**src/logic/bridge_pkg.sv**
```systemverilog
// ------------------------------
// Bridge package
// Bus widths, request and response structs and state encodings
// for the core to Wishbone bridge
// ------------------------------
package bridge_pkg;

    localparam int unsigned ADDR_W             = 32;
    localparam int unsigned DATA_W             = 32;
    localparam int unsigned SEL_W              = 4;
    localparam int unsigned TIMEOUT_CYCLES_DEF = 16;

    // ------------------------------
    // Core side
    // ------------------------------
    typedef struct packed {
        logic [ADDR_W-1:0] addr;
    } fetch_req_t;

    typedef struct packed {
        logic              we;
        logic [ADDR_W-1:0] addr;
        logic [DATA_W-1:0] wdata;
        logic [SEL_W-1:0]  sel;
    } lsu_req_t;

    // Reply to either port
    typedef struct packed {
        logic [DATA_W-1:0] rdata;
        logic              err;
    } port_rsp_t;

    // ------------------------------
    // Wishbone classic
    // ------------------------------
    typedef struct packed {
        logic              cyc;
        logic              stb;
        logic              we;
        logic [ADDR_W-1:0] adr;
        logic [DATA_W-1:0] dat;
        logic [SEL_W-1:0]  sel;
    } wb_m2s_t;

    typedef struct packed {
        logic              ack;
        logic              err;
        logic [DATA_W-1:0] dat;
    } wb_s2m_t;

    typedef enum logic [1:0] {
        CYC_IDLE  = 2'd0,
        CYC_FETCH = 2'd1,
        CYC_LSU   = 2'd2,
        CYC_DONE  = 2'd3
    } cyc_state_e;

    typedef enum logic {
        PORT_FETCH = 1'b0,
        PORT_LSU   = 1'b1
    } port_sel_e;

endpackage

```
**src/logic/fetch_port.sv**
```systemverilog
`timescale 1ns/1ps
// ------------------------------
// Fetch port
// Registers the core fetch pulse and tracks the outstanding fetch
// ------------------------------
module fetch_port (
     input  logic                   clk_i
    ,input  logic                   rst_ni
    ,input  logic                   fetch_valid_i
    ,input  bridge_pkg::fetch_req_t fetch_req_i
    ,input  logic                   take_i
    ,input  logic                   done_i
    ,input  bridge_pkg::port_rsp_t  rsp_i
    ,output logic                   req_valid_o
    ,output bridge_pkg::fetch_req_t req_o
    ,output logic                   fetch_ack_o
    ,output bridge_pkg::port_rsp_t  fetch_rsp_o
);

    import bridge_pkg::*;

    logic       valid_q;
    logic       pending_q;
    logic       capture;
    fetch_req_t req_q;

    // A pulse counts only when nothing is queued or on the bus
    assign capture = fetch_valid_i & ~valid_q & ~pending_q;

    always_ff @(posedge clk_i or negedge rst_ni) begin
        if (!rst_ni) begin
            valid_q <= 1'b0;
        end else if (take_i) begin
            valid_q <= 1'b0;
        end else if (capture) begin
            valid_q <= 1'b1;
        end
    end

    // Request register, breaks the path from the core fetch stage
    always_ff @(posedge clk_i) begin
        if (capture) begin
            req_q <= fetch_req_i;
        end
    end

    // Outstanding from the grant until the reply comes back
    always_ff @(posedge clk_i or negedge rst_ni) begin
        if (!rst_ni) begin
            pending_q <= 1'b0;
        end else if (take_i) begin
            pending_q <= 1'b1;
        end else if (done_i) begin
            pending_q <= 1'b0;
        end
    end

    assign req_valid_o = valid_q;
    assign req_o       = req_q;
    assign fetch_ack_o = done_i;
    assign fetch_rsp_o = rsp_i;

endmodule

```
**src/logic/lsu_port.sv**
```systemverilog
`timescale 1ns/1ps
// ------------------------------
// Load/store port
// Gates the held core request while one is in flight
// and returns the reply with a one-cycle ack
// ------------------------------
module lsu_port (
     input  logic                  clk_i
    ,input  logic                  rst_ni
    ,input  logic                  lsu_valid_i
    ,input  bridge_pkg::lsu_req_t  lsu_req_i
    ,input  logic                  take_i
    ,input  logic                  done_i
    ,input  bridge_pkg::port_rsp_t rsp_i
    ,output logic                  req_valid_o
    ,output bridge_pkg::lsu_req_t  req_o
    ,output logic                  lsu_ack_o
    ,output bridge_pkg::port_rsp_t lsu_rsp_o
);

    import bridge_pkg::*;

    logic      pending_q;
    port_rsp_t rsp_q;

    always_ff @(posedge clk_i or negedge rst_ni) begin
        if (!rst_ni) begin
            pending_q <= 1'b0;
        end else if (take_i) begin
            pending_q <= 1'b1;
        end else if (done_i) begin
            pending_q <= 1'b0;
        end
    end

    // Core holds valid until ack, so hide it once granted
    assign req_valid_o = lsu_valid_i & ~pending_q;
    assign req_o       = lsu_req_i;

    // Last load/store reply stays readable while fetches reuse the bus
    always_ff @(posedge clk_i) begin
        if (done_i) begin
            rsp_q <= rsp_i;
        end
    end

    assign lsu_ack_o = done_i;
    assign lsu_rsp_o = done_i ? rsp_i : rsp_q;

endmodule

```
**src/logic/bus_cycle_fsm.sv**
```systemverilog
`timescale 1ns/1ps
// ------------------------------
// Bus cycle FSM
// Arbitrates fetch and load/store requests and runs one
// Wishbone classic cycle at a time
// ------------------------------
module bus_cycle_fsm (
     input  logic                   clk_i
    ,input  logic                   rst_ni
    ,input  logic                   fetch_valid_i
    ,input  bridge_pkg::fetch_req_t fetch_req_i
    ,input  logic                   lsu_valid_i
    ,input  bridge_pkg::lsu_req_t   lsu_req_i
    ,input  bridge_pkg::wb_s2m_t    wb_i
    ,input  logic                   timeout_i
    ,output logic                   fetch_take_o
    ,output logic                   lsu_take_o
    ,output logic                   fetch_done_o
    ,output logic                   lsu_done_o
    ,output bridge_pkg::port_rsp_t  rsp_o
    ,output bridge_pkg::wb_m2s_t    wb_o
    ,output logic                   watch_run_o
);

    import bridge_pkg::*;

    cyc_state_e state_q;
    cyc_state_e state_d;
    port_sel_e  owner_q;
    logic       cyc_q;
    lsu_req_t   bus_req_q;
    lsu_req_t   fetch_as_req;
    port_rsp_t  rsp_q;
    logic       grant_fetch;
    logic       grant_lsu;
    logic       bus_end;

    // ------------------------------
    // Arbitration
    // ------------------------------
    // On a tie the port that did not own the last cycle wins
    assign grant_fetch  = fetch_valid_i & (~lsu_valid_i | (owner_q == PORT_LSU));
    assign grant_lsu    = lsu_valid_i & ~grant_fetch;
    assign fetch_take_o = (state_q == CYC_IDLE) & grant_fetch;
    assign lsu_take_o   = (state_q == CYC_IDLE) & grant_lsu;

    // Fetch is a full-word read
    always_comb begin
        fetch_as_req      = '0;
        fetch_as_req.addr = fetch_req_i.addr;
        fetch_as_req.sel  = '1;
    end

    // Watchdog expiry closes the cycle like a slave error
    assign bus_end = wb_i.ack | wb_i.err | timeout_i;

    always_comb begin
        state_d = state_q;
        case (state_q)
            CYC_IDLE: begin
                if (grant_fetch) begin
                    state_d = CYC_FETCH;
                end else if (grant_lsu) begin
                    state_d = CYC_LSU;
                end
            end
            CYC_FETCH, CYC_LSU: begin
                if (bus_end) begin
                    state_d = CYC_DONE;
                end
            end
            default: state_d = CYC_IDLE;
        endcase
    end

    // ------------------------------
    // Registers
    // ------------------------------
    always_ff @(posedge clk_i or negedge rst_ni) begin
        if (!rst_ni) begin
            state_q <= CYC_IDLE;
            owner_q <= PORT_LSU;
            cyc_q   <= 1'b0;
        end else begin
            state_q <= state_d;
            if (fetch_take_o) begin
                owner_q <= PORT_FETCH;
                cyc_q   <= 1'b1;
            end else if (lsu_take_o) begin
                owner_q <= PORT_LSU;
                cyc_q   <= 1'b1;
            end else if (cyc_q && bus_end) begin
                cyc_q <= 1'b0;
            end
        end
    end

    // Address, data, we and sel held for the whole cycle
    always_ff @(posedge clk_i) begin
        if (fetch_take_o) begin
            bus_req_q <= fetch_as_req;
        end else if (lsu_take_o) begin
            bus_req_q <= lsu_req_i;
        end
    end

    always_ff @(posedge clk_i) begin
        if (cyc_q && bus_end) begin
            rsp_q.rdata <= (wb_i.ack && !wb_i.err) ? wb_i.dat : '0;
            rsp_q.err   <= wb_i.err | (timeout_i & ~wb_i.ack);
        end
    end

    // ------------------------------
    // Outputs
    // ------------------------------
    assign fetch_done_o = (state_q == CYC_DONE) & (owner_q == PORT_FETCH);
    assign lsu_done_o   = (state_q == CYC_DONE) & (owner_q == PORT_LSU);
    assign rsp_o        = rsp_q;
    assign watch_run_o  = cyc_q;

    always_comb begin
        wb_o.cyc = cyc_q;
        wb_o.stb = cyc_q;
        wb_o.we  = bus_req_q.we;
        wb_o.adr = bus_req_q.addr;
        wb_o.dat = bus_req_q.wdata;
        wb_o.sel = bus_req_q.sel;
    end

endmodule

```
**src/logic/bus_watchdog.sv**
```systemverilog
`timescale 1ns/1ps
// ------------------------------
// Bus watchdog
// Flags a bus cycle that stays open for TIMEOUT_CYCLES edges
// ------------------------------
module bus_watchdog #(
    parameter int unsigned TIMEOUT_CYCLES = bridge_pkg::TIMEOUT_CYCLES_DEF
) (
     input  logic clk_i
    ,input  logic rst_ni
    ,input  logic run_i
    ,output logic timeout_o
);

    localparam int unsigned      CNT_W = $clog2(TIMEOUT_CYCLES + 1);
    localparam logic [CNT_W-1:0] LAST  = CNT_W'(TIMEOUT_CYCLES - 1);

    logic [CNT_W-1:0] cnt_q;

    // Edges seen with the cycle open, saturating at the limit
    always_ff @(posedge clk_i or negedge rst_ni) begin
        if (!rst_ni) begin
            cnt_q <= '0;
        end else if (!run_i) begin
            cnt_q <= '0;
        end else if (cnt_q != LAST) begin
            cnt_q <= cnt_q + 1'b1;
        end
    end

    // The closing edge of this cycle is the limit-th one
    assign timeout_o = run_i & (cnt_q == LAST);

endmodule

```
**src/logic/core_bus_bridge.sv**
```systemverilog
`timescale 1ns/1ps
// ------------------------------
// Core bus bridge
// Merges the fetch and load/store ports onto one
// Wishbone classic master with a bus watchdog
// ------------------------------
module core_bus_bridge #(
    parameter int unsigned TIMEOUT_CYCLES = bridge_pkg::TIMEOUT_CYCLES_DEF
) (
     input  logic                   clk_i
    ,input  logic                   rst_ni
    ,input  logic                   fetch_valid_i
    ,input  bridge_pkg::fetch_req_t fetch_req_i
    ,input  logic                   lsu_valid_i
    ,input  bridge_pkg::lsu_req_t   lsu_req_i
    ,input  bridge_pkg::wb_s2m_t    wb_i
    ,output logic                   fetch_ack_o
    ,output bridge_pkg::port_rsp_t  fetch_rsp_o
    ,output logic                   lsu_ack_o
    ,output bridge_pkg::port_rsp_t  lsu_rsp_o
    ,output bridge_pkg::wb_m2s_t    wb_o
);

    import bridge_pkg::*;

    logic       fetch_valid;
    fetch_req_t fetch_req;
    logic       lsu_valid;
    lsu_req_t   lsu_req;
    logic       fetch_take;
    logic       lsu_take;
    logic       fetch_done;
    logic       lsu_done;
    port_rsp_t  bus_rsp;
    logic       watch_run;
    logic       timeout;

    // ------------------------------
    // Core ports
    // ------------------------------
    fetch_port u_fetch_port (
         .clk_i         ( clk_i         )
        ,.rst_ni        ( rst_ni        )
        ,.fetch_valid_i ( fetch_valid_i )
        ,.fetch_req_i   ( fetch_req_i   )
        ,.take_i        ( fetch_take    )
        ,.done_i        ( fetch_done    )
        ,.rsp_i         ( bus_rsp       )
        ,.req_valid_o   ( fetch_valid   )
        ,.req_o         ( fetch_req     )
        ,.fetch_ack_o   ( fetch_ack_o   )
        ,.fetch_rsp_o   ( fetch_rsp_o   )
    );

    lsu_port u_lsu_port (
         .clk_i       ( clk_i       )
        ,.rst_ni      ( rst_ni      )
        ,.lsu_valid_i ( lsu_valid_i )
        ,.lsu_req_i   ( lsu_req_i   )
        ,.take_i      ( lsu_take    )
        ,.done_i      ( lsu_done    )
        ,.rsp_i       ( bus_rsp     )
        ,.req_valid_o ( lsu_valid   )
        ,.req_o       ( lsu_req     )
        ,.lsu_ack_o   ( lsu_ack_o   )
        ,.lsu_rsp_o   ( lsu_rsp_o   )
    );

    // ------------------------------
    // Bus side
    // ------------------------------
    bus_cycle_fsm u_bus_cycle_fsm (
         .clk_i         ( clk_i       )
        ,.rst_ni        ( rst_ni      )
        ,.fetch_valid_i ( fetch_valid )
        ,.fetch_req_i   ( fetch_req   )
        ,.lsu_valid_i   ( lsu_valid   )
        ,.lsu_req_i     ( lsu_req     )
        ,.wb_i          ( wb_i        )
        ,.timeout_i     ( timeout     )
        ,.fetch_take_o  ( fetch_take  )
        ,.lsu_take_o    ( lsu_take    )
        ,.fetch_done_o  ( fetch_done  )
        ,.lsu_done_o    ( lsu_done    )
        ,.rsp_o         ( bus_rsp     )
        ,.wb_o          ( wb_o        )
        ,.watch_run_o   ( watch_run   )
    );

    bus_watchdog #(
        .TIMEOUT_CYCLES ( TIMEOUT_CYCLES )
    ) u_bus_watchdog (
         .clk_i     ( clk_i     )
        ,.rst_ni    ( rst_ni    )
        ,.run_i     ( watch_run )
        ,.timeout_o ( timeout   )
    );

endmodule

```
**config.mk**
```make
export PLATFORM = sky130hd
export DESIGN_NAME = core_bus_bridge
export DESIGN_NICKNAME = d
export VERILOG_FILES = /design/src/logic/bridge_pkg.sv /design/src/logic/fetch_port.sv /design/src/logic/lsu_port.sv /design/src/logic/bus_cycle_fsm.sv /design/src/logic/bus_watchdog.sv /design/src/logic/core_bus_bridge.sv
export SDC_FILE = /design/constraint.sdc
export NUM_CORES = 1
export LEC_CHECK = 0
export ABC_AREA = 1
export BUFFER_PORTS_ARGS = -buffer_cell sky130_fd_sc_hd__buf_4
export CAP_MARGIN = 15
export CELL_PAD_IN_SITES_DETAIL_PLACEMENT = 1
export CELL_PAD_IN_SITES_GLOBAL_PLACEMENT = 2
export CORE_MARGIN = 2
export CORE_UTILIZATION = 25
export CTS_CLUSTER_DIAMETER = 80
export DETAILED_ROUTE_END_ITERATION = 8
export PLACE_DENSITY_LB_ADDON = 0.1
export SKIP_CTS_REPAIR_TIMING = 1
export SYNTH_ARGS = -nofsm -noshare
export SYNTH_HDL_FRONTEND = slang
export SYNTH_SLANG_ARGS = --single-unit
```
**constraint.sdc**
```tcl
create_clock -name clk_i -period 3.2 [get_ports clk_i]
set_input_delay 0.64 -clock clk_i [delete_from_list [all_inputs] [get_ports clk_i]]
set_output_delay 0.64 -clock clk_i [all_outputs]
set_load 0.1 [all_outputs]
```
; ---- Word-level counts from Yosys, hierarchy flattened
; Cells that the tools add are included.
[totals]
regBits = 179
input_bits = 139
[classes]
eq_ne = 8
reduce_logical = 11
bitwise_logic = 22
addsub = 1
mux = 20
[ops]
columns = cell, count
row1 = 68-bit two-way mux, 2
row2 = 33-bit two-way mux, 1
row3 = 1-bit AND, 11
row4 = 1-bit two-way mux, 11
row5 = 5-bit two-way mux, 2
row6 = 2-bit nonzero test, 4
row7 = 1-bit NOT, 7
row8 = 2-bit two-way mux, 3
row9 = "5-bit by 1-bit adder with 5-bit output, second input constant", 1
row10 = "5-bit by 4-bit equality test with 1-bit output, second input constant", 1
row11 = "5-bit by 4-bit != test with 1-bit output, second input constant", 1
row12 = "2-bit equality test, second input constant", 2
row13 = "2-bit by 1-bit != test with 1-bit output, second input constant", 2
row14 = 1-bit OR, 4
row15 = 2-bit case mux with 2 select lines, 1
row16 = "3-bit by 1-bit != test with 1-bit output, second input constant", 1
row17 = 3-bit nonzero test, 1
row18 = "2-bit by 1-bit equality test with 1-bit output, second input constant", 1
row19 = 1-bit logical AND, 2
row20 = 2-bit logical NOT, 1
row21 = 2-bit AND reduction, 1
row22 = 2-bit OR reduction, 1
row23 = 1-bit logical NOT, 1

; ---- Logic depth before layout (Yosys ltp)
; Gate-level depths: netlist of the first run.
[depth]
word_depth = 10
mapped_depth = 12

; ---- Modules after synthesis
; A second synthesis of the first run with hierarchy kept.
[unflattened]
cells_unflattened = 763
hier_area_um2 = 7536.0
[modules_own_cells]
columns = module, seq_area_each_um2, cells_per_inst, instances, area_per_inst_um2
row1 = bus_cycle_fsm, 2793.9, 441, 1, 4216.5
row2 = lsu_port, 685.7, 216, 1, 1755.4
row3 = fetch_port, 1011.0, 74, 1, 1300.0
row4 = bus_watchdog, 125.1, 32, 1, 264.0

; ---- Worst setup path after synthesis of the first run
; OpenSTA, ideal clock, no wires.
[synth_path]
path_type = input port to flip-flop
start = input fetch_valid_i
end = register u_fetch_port.req_q, in the netlist u_fetch_port.req_o[0], enable pin
path_buffers = 0
arrival_ns = 3.061
path_stages = 1
required_time_ns = 2.730
setup_ns = 0.470
path_slack_ns = -0.332
path_cell_list = nor3b_1
[synth_via]
elab_chain_cells = 2
[synth_lines]
columns = element, line
row1 = start: declaration, core_bus_bridge.sv:12  ; ,input logic fetch_valid_i
row2 = 1-bit AND (2 in a row), fetch_port.sv:28  ; assign capture = fetch_valid_i & ~valid_q & ~pending_q;
row3 = end signal: assignment, fetch_port.sv:43  ; req_q <= fetch_req_i;
row4 = end: declaration, fetch_port.sv:25  ; fetch_req_t req_q;
; Every way passes these cells.
; A chain may end at the register's enable or synchronous reset.

==> results of run 1 <==
-- sequential cells by signal, indices dropped and copies added, names as in the netlist --
register,count
u_bus_cycle_fsm.wb_o,69
u_lsu_port.rsp_q,33
u_fetch_port.pending_q,1
u_bus_cycle_fsm.rsp_o,33
u_fetch_port.req_valid_o,1
u_bus_cycle_fsm.watch_run_o,1
u_lsu_port.pending_q,1
u_bus_watchdog.cnt_q,5
u_fetch_port.req_o,32
u_bus_cycle_fsm.owner_q,1
u_bus_cycle_fsm.state_q,2
-- worst reg2reg max path: stages, from the launching register on --
cell,delay (ps)
dfrtp_1,390
ha_1,180
inv_1,60
nor3_1,230
ha_1,230
nand2_1,120
nand3_1,150
inv_1,100
nor2_4,80
buf_4,410
-- logic make-up (layout without fill, tap and decap cells) --
family,after synthesis,after routing
buffers and inverters,85,374
other,0,1
adder cells (fa/ha/maj),5,5
flip-flops,179,179
AO/OA/AOI/OAI,47,47
AND/OR/NAND/NOR,339,339
-- routing by layer --
layer  track usage, %  share of wire (%)  vias up
met3             5.27                7.8       16
met2             23.6                 46      184
met1             18.7                 45     2569
li1                 -                  -     2618
met5                0                  0        -
met4             4.95                1.2        0
-- cell usage in the layout, fill, tap and decap left out, drive strengths merged --
master and instances:
a21oi 6, a31oi 1, buf 286, bufinv 1, clkbuf 19, clkinv 7, clkinvlp 1, dfrtp 11
dfstp 1, dfxtp 70, diode 1, edfxtp 97, ha 5, inv 60, nand2 222, nand3 10
nor2 103, nor3 3, nor3b 1, o21ai 39, o22ai 1
-- synth_stat cells (2+ instances only) --
master / n
a21oi_1: 4
a21oi_2: 2
buf_2: 7
buf_4: 6
buf_6: 7
clkbuf_1: 6
clkbuf_2: 2
clkinv_1: 2
dfrtp_1: 11
dfxtp_1: 70
edfxtp_1: 97
ha_1: 5
inv_1: 51
inv_2: 2
nand2_1: 211
nand2_2: 11
nand3_1: 8
nor2_1: 103
nor3_1: 3
o21ai_0: 35
o21ai_2: 4
-- area by class of cell --
cell class | count | area (sq um)
flip-flops and latches | 179 | 4620
multi-input cells | 391 | 1680
repair buffers | 286 | 2150
clock buffers | 19 | 433
well taps | 335 | 419
fillers | 2972 | 16600
inverters | 56 | 213
diodes | 1 | 2.50
clock inverters | 13 | 125
-- worst max-delay path by stage --
stage / startpoint / end / cells past startpoint
global placement: u_bus_watchdog.cnt_q[1] / u_bus_cycle_fsm.rsp_o[21] / 9
floorplan: u_bus_watchdog.cnt_q[1] / u_bus_cycle_fsm.rsp_o[0] / 8
global route: u_bus_cycle_fsm.state_q[0] / lsu_rsp_o[27] / 7
CTS: u_bus_cycle_fsm.state_q[0] / lsu_rsp_o[27] / 7
finish: u_bus_cycle_fsm.state_q[0] / lsu_rsp_o[14] / 7
detailed placement: u_bus_watchdog.cnt_q[1] / u_bus_cycle_fsm.rsp_o[25] / 9
-- per-stage QoR --
step / hold slack (ps) / std cells / area (sq um) / utilization (%) / setup WS [ps]
floorplan: 344 / 655 / 6700 / - / 193
global placement: 435 / 1247 / 9070 / 34.6 / 910
detailed placement: 439 / 1247 / 9070 / 34.6 / 850
CTS: 23.3 / 1279 / 9630 / 36.8 / 420
global route: 34.0 / 1280 / 9630 / 36.8 / 288
finish: 41.1 / 1280 / 9630 / 36.8 / 481
==> metrics.md, run 1 <==
| Metric | Value |
|---|---|
| Status | `finished clean` |
| Top post-synthesis cells by area | `edfxtp_1 44%, dfxtp_1 21%, nand2_1 12%` |
| Vias in the first global route | `roughly 5.6k` |
| XOR/XNOR Fraction of Synth Area | `0%` |
| Worst rel slew slack | `47.8%` |
| Hold Crit Class | `in -> async` |
| Least-Margin Pin Slew | `782 ps` |
| Max-cap violations | `0` |
| CP max-delay cell | `dfrtp_1` |
| Cell variety after synth | `29` |
| Crit Path Max Fanout | `33` |
| CTS clk-pin slew, worst paths | `80 ps` |
| Largest area contributor in the netlist | `edfxtp_1` |
| HPWL after detailed placement | `14800 um` |
| Reg-to-reg slack, setup | `860 ps` |
| Worst R2R End | `u_bus_cycle_fsm.rsp_o[26]` |
| Fin Clk Skew | `12.2 ps` |
| TritonCTS clock tree | `built` |
| Total CTS buffers | `17` |
| Final Hold Fails | `0` |
| Sequential-to-total area share from yosys stat | `between 60% and 70%` |
| Largest family of logic cells by synthesized area | `simple AND/OR/NAND/NOR gates` |
| Share of cells above drive strength 1 | `36.1%` |
| Top Ports | `278` |
| Crit Path Class | `reg -> out` |
| Crit-path leading delay family | `buffers and inverters` |
| Avg Cell Area, Syn | `10.2 sq um` |
| Area growth syn-to-layout | `43.9%` |
| CTS Buffer Depth | `2` |
| Post-Synth Simple-Gate Area | `about a fifth` |
| Core area | `between 0.02 and 0.03 sq mm` |
| Compound-Gate Fraction of Synth Area | `approximately 3.9%` |
| RSZ-0062 raised after global routing | `false` |
| DRT Wirelength | `20700 um` |
| Antenna violations before repair | `1` |
| Pre-antenna DRT Iters | `4` |
| R2R cell count | `9` |
| Final Max Slew Viols | `0` |
| Clock Sinks | `179` |
| Setup Total Neg Slack | `0 ps` |
| Fraction of registers with async set/reset | `6.70%` |
| GRT Overall Usage | `14.8%` |
| Routed len/inst | `16.2 um` |
| Crit path required time | `about 2600 ps` |
| Die area | `0.0281 sq mm` |
| Min Tclk post-route | `2720 ps` |
| Pin count of the biggest net entering global routing | `70` |
| CP cell instances | `ha_1 > nand2_2 > clkinv_1 > buf_4 > nand2_1 > nand2_1 > buf_4` |
| Number of enable flip-flop cells after synthesis | `97` |
| Fin nets | `1075` |
| Final ANT Viol Nets | `0` |
| Ratio of final minimum period to clock period | `85.0%` |
| First-pass GRT wire length | `32100 um` |
| Mapped Cells | `about 660` |
| Die X | `168 um` |
| Post-synth top area share | `43.5%` |
| Nature of the critical path startpoint | `flop` |
| Adder-Cell Fraction of Synth Area | `0.934%` |
| CTS root buf | `clkbuf_16` |
| GPL Wtd Cong | `0.734` |
| Critical path arrival | `2080 ps` |
| Syn. warnings | `0` |
| Top_reg_cell synth | `edfxtp_1` |
| Max Fclk | `368 MHz` |
| Initial core utilization | `25.5%` |
| CP Buf/Inv Count | `3` |
| R2R Path Start | `u_bus_watchdog.cnt_q[1]` |
| Die Ht | `168 um` |
| CTS H-Tree Depth | `4` |
| Detailed-route vias per instance | `4.21` |
| DR iter-0 viols | `306` |
| Number of synthesized register bits | `roughly 180` |
| IO buf count | `277` |
| Grt total ovfl | `0` |
| Skew-Pair Late Insertion Delay | `between 400 and 500 ps` |
| DRC viols | `0` |
| Final setup vio count | `0` |
| Mapped Nets | `799` |
| Row cnt | `59` |
| Syn Std Cell Area | `0.00670 sq mm` |
| Vias | `5387` |
| Crit-path max cell delay | `410 ps` |
| Worst Setup End Kind | `output port` |
| Mux cell area share after synthesis | `0%` |
Power of run 1 is left out: the tool's default activity adds up to more than one toggle a clock period on the data nets, which glitch-free logic cannot reach.
==> inputs of run 2 (changes only) <==
- clock period: 3.2 -> 2.2 ns (I/O delays scaled with it)
==> run 2 against run 1 <==
The flow now finishes with violations (setup timing); sequential share of layout area shrank 3.4 points; clock-buffer cell count down 1; global-route usage shrank 0.29 points; first-iteration DRC count is 18% lower; utilization is 2.8 points higher; via count grew 0.76%; sequential cell count is the same.
==> metrics.md, run 2 (synthesis results as in run 1) <==
| Metric | Value |
|---|---|
| Status | `finished with violations` |
| Failing checks | `setup timing` |
| Max-cap violations | `0` |
| CTS root buf | `clkbuf_16` |
| Most common cell after layout, fill and taps aside | `buf_4` |
| Crit Path Class | `reg -> out` |
| Pin count of the biggest net entering global routing | `41` |
| DP Area | `0.00917 sq mm` |
| Top Ports | `roughly 280` |
| Antenna violations before repair | `0` |
| Min Tclk post-route | `~2300 ps` |
| Fin nets | `around 1.1k` |
| TritonCTS clock tree | `built` |
| Grt total ovfl | `0` |
| Total CTS buffers | `17` |
| CTS Buffer Depth | `2` |
| DRT Wirelength | `21300 um` |
| Largest register FFs | `69` |
| Final Max Slew Viols | `0` |
| Row cnt | `59` |
| Die X | `168 um` |
| Final ANT Viol Nets | `0` |
| Least-Margin Pin Slew | `482 ps` |
| Final Hold Fails | `0` |
| Vias in the first global route | `5848` |
| GPL Wtd Cong | `0.742` |
| Initial core utilization | `25.5%` |
| Wl on met1 | `8730 um` |
| Skew-Pair Late Insertion Delay | `430 ps` |
| Final setup vio count | `31` |
| Clock Sinks | `around 180` |
| CTS H-Tree Depth | `4` |
| WL met2 | `approximately 11000 um` |
| Hold WS | `~190 ps` |
| Max Fclk | `443 MHz` |
| Crit path setup slack, layout | `-56.4 ps` |
| Pre-antenna DRT Iters | `6` |
| Ratio of final minimum period to clock period | `103%` |
| DR iter-0 viols | `251` |
| Top layer in use | `met4` |
| CTS clk-pin slew, worst paths | `80 ps` |
| GRT Overall Usage | `14.5%` |
| DRC viols | `0` |
| RSZ-0062 raised after global routing | `true` |
| Worst Setup End Kind | `output port` |
| Detailed-route vias per instance | `4.18` |
| Fill cell count | `approximately 3k` |
| IO buf count | `roughly 280` |
| Most frequent cells in the layout | `260 x buf_4, 189 x nand2_1, 101 x nor2_1` |
| Fin Clk Skew | `~13 ps` |
| Die area | `0.0281 sq mm` |
| Fin util | `39.6%` |
| Share of cells above drive strength 1 | `40.6%` |
| Crit Path Max Fanout | `18` |
| Antenna cell count | `0` |
| Hold Crit Class | `in -> reg` |
| First-pass GRT wire length | `31600 um` |
| Area growth syn-to-layout | `55.0%` |
| Worst rel slew slack | `67.9%` |
| Met3 WL | `1700 um` |
| Nature of the critical path startpoint | `flop` |
| Crit path required time | `1760 ps` |
| Critical path arrival | `1820 ps` |
| Routed len/inst | `about 16 um` |
| Fin area | `0.0104 sq mm` |
| Die Ht | `168 um` |
| HPWL after detailed placement | `around 15000 um` |
| Vias | `about 5.4k` |
| Core area | `0.0262 sq mm` |
## run 2: cell types whose count changed in the layout (fill, tap and decap cells not counted), sizes merged, moves of 2 or more
cell      change
buf          +16
clkbuf        +3
clkinv        -3
clkinvlp      +2
inv           +2
## run 2: metal layers
metal | global-route usage (%) | vias up
li1 | - | 2664
met5 | 0 | -
met4 | 4.54 | 0
met2 | 25.0 | 180
met3 | 5.15 | 17
met1 | 17.0 | 2567
## run 2: final cells by class
type | count | area (sq um) | share of cell area, %
timing repair buffer | 307 | 2740 | 26.4
inverter | 56 | 216 | 2.09
sequential | 179 | 4620 | 44.5
multi-input combinational | 391 | 1780 | 17.2
tap | 335 | 419 | 4.04
clock inverter | 14 | 161 | 1.56
clock buffer | 18 | 439 | 4.23
## run 2: stage by stage
stage          instances  setup slack (ps)  setup TNS [ps]
2_1_floorplan        655              37.8               0
3_3_place_gp        1250               197               0
3_5_place_dp        1250               145               0
4_1_cts             1282              -331          -10270
5_1_grt             1300              -178           -4650
6_report            1300             -56.4            -897
## run 2: worst max-delay path, stage by stage (launching register included)
cell        delay [ps]
dfrtp_1            420
ha_4               180
nand2_4             80
clkinvlp_4         150
buf_12             200
nand2_1             70
nand2_1             90
buf_8              190
## run 2: path summary, 6_finish.rpt
kind                                       endpoint                  startpoint  depth (start not counted)  slack (ps)
hold / removal               u_fetch_port.req_o[26]             fetch_req_i[26]                          1         190
setup reg to reg           u_bus_cycle_fsm.rsp_o[0]     u_bus_watchdog.cnt_q[1]                         10         230
max in group asynchronous   u_bus_cycle_fsm.owner_q                      rst_ni                          2        1560
hold reg to reg             u_bus_cycle_fsm.wb_o[1]     u_bus_cycle_fsm.wb_o[1]                          2         480
min in group asynchronous   u_bus_watchdog.cnt_q[0]                      rst_ni                          2         390
setup / recovery                       lsu_rsp_o[3]  u_bus_cycle_fsm.state_q[1]                          7         -60
Power of run 2 is left out for the same reason.
